<file path="src/logic/cpu_pkg.sv">
package cpu_pkg;

	// one datapath word
	typedef logic [31:0] word_t;
	// index into the 32-entry register file
	typedef logic [4:0] reg_addr_t;
	// raw immediate field of an i-type word
	typedef logic [15:0] half_t;

	// all-zero data word
	localparam word_t ZERO_WORD = 32'h0000_0000;
	// link register written by jal
	localparam reg_addr_t REG_RA = 5'd31;

	// i-type view: opcode, source, target, immediate
	typedef struct packed {
		logic [5:0] opcode;
		reg_addr_t  rs;
		reg_addr_t  rt;
		half_t      imm;
	} itype_t;

	// j-type view: opcode and 26-bit word index
	typedef struct packed {
		logic [5:0]  opcode;
		logic [25:0] index;
	} jtype_t;

	// one instruction word seen through either view
	typedef union packed {
		itype_t itype;
		jtype_t jtype;
	} inst_u;

	// decoded operation handed to execute
	typedef enum logic [3:0] {
		OP_INVALID,
		OP_ORI,
		OP_ANDI,
		OP_XORI,
		OP_LUI,
		OP_ADDI,
		OP_ADDIU,
		OP_SLTI,
		OP_SLTIU,
		OP_J,
		OP_JAL
	} oper_t;

	// primary opcodes, immediate arithmetic group
	localparam logic [5:0] OPC_ADDI  = 6'b001000;
	localparam logic [5:0] OPC_ADDIU = 6'b001001;
	localparam logic [5:0] OPC_SLTI  = 6'b001010;
	localparam logic [5:0] OPC_SLTIU = 6'b001011;
	// immediate logical group, zero-extended
	localparam logic [5:0] OPC_ANDI  = 6'b001100;
	localparam logic [5:0] OPC_ORI   = 6'b001101;
	localparam logic [5:0] OPC_XORI  = 6'b001110;
	localparam logic [5:0] OPC_LUI   = 6'b001111;
	// pseudo-direct jumps
	localparam logic [5:0] OPC_J     = 6'b000010;
	localparam logic [5:0] OPC_JAL   = 6'b000011;

endpackage

</file>
<file path="src/logic/id_type_i.sv">
`timescale 1ns/100ps

module id_type_i import cpu_pkg::*; (
	// full instruction word, read through the i-type view
	input  inst_u     inst_i,
	// decoded operation, OP_INVALID when not i-type
	output oper_t     op_o,
	// destination register, always rt for this group
	output reg_addr_t waddr_o,
	// immediate must be zero-extended
	output logic      unsigned_imm_o
);

// fields of the i-type view
logic [5:0] opcode;
reg_addr_t  rt;

assign opcode = inst_i.itype.opcode;
assign rt     = inst_i.itype.rt;

always_comb begin
	op_o           = OP_INVALID;
	unsigned_imm_o = 1'b0;
	case (opcode)
		// logical ops take the immediate as unsigned
		OPC_ORI: begin
			op_o           = OP_ORI;
			unsigned_imm_o = 1'b1;
		end
		OPC_ANDI: begin
			op_o           = OP_ANDI;
			unsigned_imm_o = 1'b1;
		end
		OPC_XORI: begin
			op_o           = OP_XORI;
			unsigned_imm_o = 1'b1;
		end
		// lui only shifts the field up in execute so no sign is needed
		OPC_LUI: begin
			op_o           = OP_LUI;
			unsigned_imm_o = 1'b1;
		end
		// arithmetic and compare ops sign-extend
		OPC_ADDI: begin
			op_o = OP_ADDI;
		end
		OPC_ADDIU: begin
			op_o = OP_ADDIU;
		end
		OPC_SLTI: begin
			op_o = OP_SLTI;
		end
		OPC_SLTIU: begin
			op_o = OP_SLTIU;
		end
		default: begin
			op_o = OP_INVALID;
		end
	endcase

	// no target register unless the opcode matched
	if (op_o != OP_INVALID) begin
		waddr_o = rt;
	end else begin
		waddr_o = '0;
	end
end

endmodule

</file>
<file path="src/logic/id_type_j.sv">
`timescale 1ns/100ps

module id_type_j import cpu_pkg::*; (
	// full instruction word, read through the j-type view
	input  inst_u inst_i,
	// address of the jump itself
	input  word_t pc_i,
	output oper_t op_o,
	// jal writes the return address
	output logic  link_o,
	output word_t target_o
);

// region bits come from the delay slot address
word_t pc_plus4;

assign pc_plus4 = pc_i + 32'd4;

always_comb begin
	case (inst_i.jtype.opcode)
		OPC_J:   op_o = OP_J;
		OPC_JAL: op_o = OP_JAL;
		default: op_o = OP_INVALID;
	endcase
end

assign link_o = (op_o == OP_JAL);

// pseudo-direct target: 256 MB region of pc+4, word index, byte offset zero
assign target_o = {pc_plus4[31:28], inst_i.jtype.index, 2'b00};

endmodule

</file>
<file path="src/logic/regfile.sv">
`timescale 1ns/100ps

module regfile import cpu_pkg::*; (
	input  logic      clk_i,
	input  logic      rst_i,
	// write-back port
	input  logic      we_i,
	input  reg_addr_t waddr_i,
	input  word_t     wdata_i,
	// two asynchronous read ports
	input  reg_addr_t raddr1_i,
	input  reg_addr_t raddr2_i,
	output word_t     rdata1_o,
	output word_t     rdata2_o
);

// register 0 has no storage
word_t regs [1:31];

// read with write-first bypass of the write-back port
function automatic word_t read_port(input reg_addr_t raddr);
	word_t data;
	if (raddr == '0) begin
		data = ZERO_WORD;
	end else if (we_i && (waddr_i == raddr)) begin
		data = wdata_i;
	end else begin
		data = regs[raddr];
	end
	return data;
endfunction

always_ff @(posedge clk_i) begin
	if (rst_i) begin
		for (int i = 1; i < 32; i++) begin
			regs[i] <= ZERO_WORD;
		end
	end else if (we_i && (waddr_i != '0)) begin
		// writes to $zero are dropped
		regs[waddr_i] <= wdata_i;
	end
end

// re-evaluated on storage and write-back changes as well as the address
always_comb begin
	rdata1_o = read_port(raddr1_i);
	rdata2_o = read_port(raddr2_i);
end

// $zero reads as zero on both ports even while being written
a_zero_rd1: assert property (@(posedge clk_i) disable iff (rst_i)
	(raddr1_i == '0) |-> (rdata1_o == ZERO_WORD))
	else $error("regfile port 1 returned nonzero for $zero");

a_zero_rd2: assert property (@(posedge clk_i) disable iff (rst_i)
	(raddr2_i == '0) |-> (rdata2_o == ZERO_WORD))
	else $error("regfile port 2 returned nonzero for $zero");

endmodule

</file>
<file path="src/logic/cpu_id.sv">
`timescale 1ns/100ps

module cpu_id import cpu_pkg::*; (
	input  word_t     pc_i,
	input  inst_u     inst_i,
	// raw register file data for rs and rt
	input  word_t     reg1_i,
	input  word_t     reg2_i,
	// result leaving execute this cycle
	input  logic      ex_we_i,
	input  reg_addr_t ex_waddr_i,
	input  word_t     ex_wdata_i,
	// result leaving memory this cycle
	input  logic      mem_we_i,
	input  reg_addr_t mem_waddr_i,
	input  word_t     mem_wdata_i,
	// read addresses toward the register file
	output reg_addr_t reg_raddr1_o,
	output reg_addr_t reg_raddr2_o,
	// decoded bundle for the id/ex register
	output oper_t     op_o,
	output word_t     reg1_o,
	output word_t     reg2_o,
	output logic      reg_we_o,
	output reg_addr_t reg_waddr_o,
	output word_t     target_o
);

// i-type source fields
reg_addr_t rs;
reg_addr_t rt;
half_t     imm;

assign rs  = inst_i.itype.rs;
assign rt  = inst_i.itype.rt;
assign imm = inst_i.itype.imm;

assign reg_raddr1_o = rs;
assign reg_raddr2_o = rt;

// hazard-free operand value
word_t safe_rs;

// priority: $zero, then ex, then mem, then register file
function automatic word_t fwd_operand(
	input reg_addr_t addr,
	input word_t     rf_data
);
	word_t data;
	if (addr == '0) begin
		data = ZERO_WORD;
	end else if (ex_we_i && (ex_waddr_i == addr)) begin
		data = ex_wdata_i;
	end else if (mem_we_i && (mem_waddr_i == addr)) begin
		data = mem_wdata_i;
	end else begin
		data = rf_data;
	end
	return data;
endfunction

// follows the forwarding ports as well as the address
always_comb begin
	safe_rs = fwd_operand(rs, reg1_i);
end

// both extensions of the immediate
word_t imm_zext;
word_t imm_sext;

assign imm_zext = {16'h0000, imm};
assign imm_sext = {{16{imm[15]}}, imm};

// i-type decoder
oper_t     op_type_i;
reg_addr_t waddr_type_i;
logic      unsigned_imm_type_i;

id_type_i u_id_type_i (
	.inst_i         (inst_i),
	.op_o           (op_type_i),
	.waddr_o        (waddr_type_i),
	.unsigned_imm_o (unsigned_imm_type_i)
);

// j-type decoder
oper_t op_type_j;
logic  link_type_j;
word_t target_type_j;

id_type_j u_id_type_j (
	.inst_i   (inst_i),
	.pc_i     (pc_i),
	.op_o     (op_type_j),
	.link_o   (link_type_j),
	.target_o (target_type_j)
);

logic i_valid;
logic j_valid;

assign i_valid = (op_type_i != OP_INVALID);
assign j_valid = (op_type_j != OP_INVALID);

always_comb begin
	if (i_valid) begin
		op_o        = op_type_i;
		reg1_o      = safe_rs;
		reg2_o      = unsigned_imm_type_i ? imm_zext : imm_sext;
		reg_we_o    = 1'b1;
		reg_waddr_o = waddr_type_i;
		target_o    = ZERO_WORD;
	end else if (j_valid) begin
		op_o        = op_type_j;
		reg1_o      = ZERO_WORD;
		reg2_o      = ZERO_WORD;
		// only jal links into $ra
		reg_we_o    = link_type_j;
		reg_waddr_o = REG_RA;
		target_o    = target_type_j;
	end else begin
		op_o        = OP_INVALID;
		reg1_o      = ZERO_WORD;
		reg2_o      = ZERO_WORD;
		reg_we_o    = 1'b0;
		reg_waddr_o = '0;
		target_o    = ZERO_WORD;
	end
end

// opcode spaces of the two decoders are disjoint
// checked once the word has settled
always_comb begin
	a_one_decoder: assert final (!(i_valid && j_valid))
		else $error("i-type and j-type decoders both claimed opcode");
end

endmodule

</file>
<file path="src/logic/id_stage_top.sv">
`timescale 1ns/100ps

module id_stage_top import cpu_pkg::*; (
	input  logic      clk_i,
	input  logic      rst_i,
	// instruction from fetch, taken every cycle
	input  word_t     pc_i,
	input  inst_u     inst_i,
	// register file write-back
	input  logic      wb_we_i,
	input  reg_addr_t wb_waddr_i,
	input  word_t     wb_wdata_i,
	// forwarding from execute
	input  logic      ex_we_i,
	input  reg_addr_t ex_waddr_i,
	input  word_t     ex_wdata_i,
	// forwarding from memory
	input  logic      mem_we_i,
	input  reg_addr_t mem_waddr_i,
	input  word_t     mem_wdata_i,
	// id/ex stage register toward execute
	output oper_t     id_ex_op_o,
	output word_t     id_ex_reg1_o,
	output word_t     id_ex_reg2_o,
	output logic      id_ex_we_o,
	output reg_addr_t id_ex_waddr_o,
	output word_t     id_ex_target_o
);

// register file read path
reg_addr_t rf_raddr1;
reg_addr_t rf_raddr2;
word_t     rf_rdata1;
word_t     rf_rdata2;

regfile u_regfile (
	.clk_i    (clk_i),
	.rst_i    (rst_i),
	.we_i     (wb_we_i),
	.waddr_i  (wb_waddr_i),
	.wdata_i  (wb_wdata_i),
	.raddr1_i (rf_raddr1),
	.raddr2_i (rf_raddr2),
	.rdata1_o (rf_rdata1),
	.rdata2_o (rf_rdata2)
);

// combinational decode result of this cycle
oper_t     id_op;
word_t     id_reg1;
word_t     id_reg2;
logic      id_we;
reg_addr_t id_waddr;
word_t     id_target;

cpu_id u_cpu_id (
	.pc_i         (pc_i),
	.inst_i       (inst_i),
	.reg1_i       (rf_rdata1),
	.reg2_i       (rf_rdata2),
	.ex_we_i      (ex_we_i),
	.ex_waddr_i   (ex_waddr_i),
	.ex_wdata_i   (ex_wdata_i),
	.mem_we_i     (mem_we_i),
	.mem_waddr_i  (mem_waddr_i),
	.mem_wdata_i  (mem_wdata_i),
	.reg_raddr1_o (rf_raddr1),
	.reg_raddr2_o (rf_raddr2),
	.op_o         (id_op),
	.reg1_o       (id_reg1),
	.reg2_o       (id_reg2),
	.reg_we_o     (id_we),
	.reg_waddr_o  (id_waddr),
	.target_o     (id_target)
);

// id/ex register, one cycle of latency, no stall input
always_ff @(posedge clk_i) begin
	if (rst_i) begin
		id_ex_op_o     <= OP_INVALID;
		id_ex_reg1_o   <= ZERO_WORD;
		id_ex_reg2_o   <= ZERO_WORD;
		id_ex_we_o     <= 1'b0;
		id_ex_waddr_o  <= '0;
		id_ex_target_o <= ZERO_WORD;
	end else begin
		id_ex_op_o     <= id_op;
		id_ex_reg1_o   <= id_reg1;
		id_ex_reg2_o   <= id_reg2;
		id_ex_we_o     <= id_we;
		id_ex_waddr_o  <= id_waddr;
		id_ex_target_o <= id_target;
	end
end

// a bubble, never a write, follows reset into execute
a_rst_bubble: assert property (@(posedge clk_i)
	rst_i |=> (!id_ex_we_o && (id_ex_op_o == OP_INVALID)))
	else $error("id/ex not a bubble after reset");

endmodule

</file>
<file path="config.mk">
export PLATFORM = sky130hd
export DESIGN_NAME = id_stage_top
export DESIGN_NICKNAME = d
export VERILOG_FILES = /design/src/logic/cpu_pkg.sv /design/src/logic/id_type_i.sv /design/src/logic/id_type_j.sv /design/src/logic/regfile.sv /design/src/logic/cpu_id.sv /design/src/logic/id_stage_top.sv
export SDC_FILE = /design/constraint.sdc
export NUM_CORES = 2
export LEC_CHECK = 0
export BUFFER_PORTS_ARGS = -buffer_cell sky130_fd_sc_hd__buf_2
export CAP_MARGIN = 20
export CORE_MARGIN = 5
export CORE_UTILIZATION = 50
export DETAILED_ROUTE_END_ITERATION = 10
export PLACE_DENSITY_LB_ADDON = 0.1
export SYNTH_ARGS = -nofsm -noshare
export SYNTH_HDL_FRONTEND = slang
export SYNTH_SLANG_ARGS = --single-unit
export TNS_END_PERCENT = 10
</file>
<file path="constraint.sdc">
create_clock -name clk_i -period 5.8 [get_ports clk_i]
set_input_delay 0.29 -clock clk_i [delete_from_list [all_inputs] [get_ports clk_i]]
set_output_delay 0.29 -clock clk_i [all_outputs]
set_load 0.05 [all_outputs]
</file>
==> impl_metrics.csv <==
group,metric,value,unit
sta,whs,0.0374,ns
clock_tree,postCtsResizedCells,0,
routing,wl_per_cell,29.3,um
power,cellPowerDensity,320,nW/um^2
yosys,seq_area_frac_synth,64.9,%
yosys,netlist_area,50100,sq um
clock_tree,htree_levels,3,
worst_setup_path,crit_type,"in -> reg",
placed_design,portBuffers,281,
worst_setup_path,critPathMaxFanout,37,
clock_tree,cts_tree,"yes",
placed_design,place_congestion,0.815,
yosys,synth-seq-cells,1113,
sta,skew,0.0303,ns
grt,grt_max_degree,93,
floorplanning,dieArea,107000,sq um
min_path,hp-start,"mem_wdata_i[8]",
routing,vias,29590,
worst_setup_path,cp-end-kind,"flop",
status,outcome,"completed",
yosys,ys_types,59,
floorplanning,start_util,50.2,%
floorplanning,rows,116,
clock_tree,cts_max_path_buffers,3,
layout,drive_gt1_share,24.8,%
yosys,synthArstFlopShare,0,%
worst_setup_path,reg2reg_to,"id_ex_reg1_o[1]",
clock_tree,cts_buffers,117,
grt,grt_pass1_wl,208000,um
placed_design,hpwl,84200,um
sta,relSlewSlack,21.0,%
layout,final_cell_mix,"edfxtp_1, and2_1, buf_2, mux4_2, clkbuf_16",
worst_setup_path,reg2reg_depth,6,
routing,dr.pass1.iters,6,
sta,fmaxAchievable,271,MHz
sta,final-hold-violation-count,0,
clock_tree,root_buffer,"clkbuf_16",
clock_tree,clock-sinks,1113,
sta,fin_crit_sh,63.5,%
sta,period_needed,3.68,ns
floorplanning,fp.dieW,327,um
routing,post_drt_via_cell_ratio,5.98,
yosys,synth_top_area_share,61.4,%
yosys,ys.warnings.count,0,
yosys,synth_edf_count,1024,
yosys,syn_inst,3295,
min_path,min_to,"id_ex_reg1_o[8]",
sta,worstMarginPinSlew,1.18,ns
worst_setup_path,worstPathArrival,4.32,ns
sta,setup_violations,0,
yosys,avgSynthCellArea,15.2,sq um
clock_tree,cts_post_setup_buffers_inserted,0,
grt,overflow,0,
job,drv_cap,0,
min_path,hold_depth,4,
layout,mostFrequentLayoutCell,"edfxtp_1",
grt,antenna_found_initial,18,
worst_setup_path,cp-start-kind,"input pin",
clock_tree,insertion_delay,0.70,ns
worst_setup_path,cp_data_required_time,6.44,ns
sta,setup_tns,0,ns
yosys,synthTopCellsByArea,"edfxtp_1, and2_1, mux4_2",
grt,grtUsageTotal,26.9,%
worst_setup_path,r2r_start,"u_regfile.regs[8][1]",
worst_setup_path,rrSetupSlack,2.86,ns
routing,drcViolationCount,0,
power,p_leak,20.7,nW
routing,drt_wl_total,145000,um
clock_tree,cts_hold_buf,76,
sta,slew_viol_final,0,
layout,nNetsFinal,3719,
min_path,min_path_type,"in -> reg",
floorplanning,die_h,327,um
floorplanning,core_area,99700,sq um
layout,final_area,57300,sq um
placed_design,place_area,52400,sq um
routing,ant_nets,0,
floorplanning,io_pins,286,
routing,drt_iter0_markers,3259,
power,ir_drop,0.000279,V
layout,synthToLayoutAreaGrowth,14.4,%
sta,rsz0062_at_grt,"no",
grt,first_global_vias,30349,
yosys,synth_flop_cell,"edfxtp_1",
clock_tree,clkTransAtPathRegs,0.06,ns
yosys,yosysTopAreaCell,"edfxtp_1",
## power breakdown
group / leakage [nW] / internal (mW) / switching (mW)
clock network: 1.91 / 4.46 / 3.16
logic: 8.28 / 0.547 / 0.899
registers: 10.5 / 9.16 / 0.102
## Yosys cell counts (2+ instances only)
cell and instances:
and3_1 32, and4_1 15, nor3_1 33, a31oi_1 3, a22oi_1 15, a21oi_1 34, or3b_2 2, buf_4 37
nor3b_1 3, xor2_1 9, nor3b_2 2, buf_6 13, buf_12 4, o22ai_1 30, mux2i_1 34, a2111oi_2 9
a2111oi_0 2, nor4_1 2, clkbuf_1 242, mux4_2 247, mux4_1 7, buf_2 35, nor2_1 74, and3b_1 2
o211ai_1 31, edfxtp_1 1024, inv_1 5, or2_2 32, a2111oi_1 5, nand2_1 70, a22o_1 31, buf_1 12
dfxtp_1 89, nand3b_1 6, nor2b_1 3, xnor2_1 10, nand3_1 6, nand4_1 24, a221oi_1 16, o21ai_0 4
mux2_2 33, and2_1 989, or3_1 2, nor2_2 2
## critical path, cell delays in order
cell and delay, ns:
buf_4 0.56, xor2_1 0.21, nor4_4 0.64, nand3_1 0.43, and2_1 0.58, buf_4 0.38
and4_1 0.20, a2111oi_1 0.34, dlygate4sd3_1 0.59
## through the flow
stage | setup WS [ns] | cells | power, mW | utilization (%)
finish | 2.12 | 4945 | 18.3 | 57.5
global route | 2.11 | 4940 | 18.9 | 57.5
CTS | 2.37 | 4926 | 18.4 | 57.2
detailed placement | 1.86 | 4632 | 10.8 | 52.5
global placement | 1.84 | 4629 | 10.8 | 52.5
floorplan | 3.54 | 3328 | 10.3 | -
## flip-flops by register name (all words and copies together) (netlist names)
signal          cells
id_ex_waddr_o       5
id_ex_op_o          4
u_regfile.regs   1024
id_ex_we_o          1
id_ex_reg2_o       17
id_ex_reg1_o       32
id_ex_target_o     30
## layer usage
metal	track usage, %	share of wire [%]	routed length (um)	vias up
met5	0	0.037	54	-
met4	8.48	3.3	4740	8
met3	6.94	9.9	14400	228
met2	44.8	48	70000	1435
met1	35.0	38	55800	15299
li1	-	-	-	12620
## worst max path at each step
stage / from / to / cells after the start
finish: inst_i[24] / id_ex_reg1_o[24] / 9
global route: inst_i[22] / id_ex_reg1_o[25] / 9
CTS: inst_i[24] / id_ex_reg1_o[25] / 9
detailed placement: wb_we_i / u_regfile.regs[11][24] / 6
global placement: wb_we_i / u_regfile.regs[7][10] / 6
floorplan: wb_waddr_i[2] / u_regfile.regs[16][0] / 7
## cell type report
| type | count | area, sq um |
|---|---|---|
| clock inverter | 64 | 644 |
| antenna | 9 | 22.5 |
| fill | 7724 | 42400 |
| sequential | 1113 | 32500 |
| clock buffer | 154 | 3250 |
| tap | 1298 | 1620 |
| inverter | 5 | 18.8 |
| multi-input combinational | 1867 | 16200 |
| timing repair buffer | 435 | 3020 |
## cells by family after synthesis
logic type	synth area share, %
AND/OR/NAND/NOR	15.7
flip-flops	64.9
buffers and inverters	3.30
multiplexers	12.9
AO/OA/AOI/OAI	2.82
XOR/XNOR	0.332
adder cells (fa/ha/maj)	0.0200
other	0.00749
No activity file was read; power rests on OpenSTA's default activity.
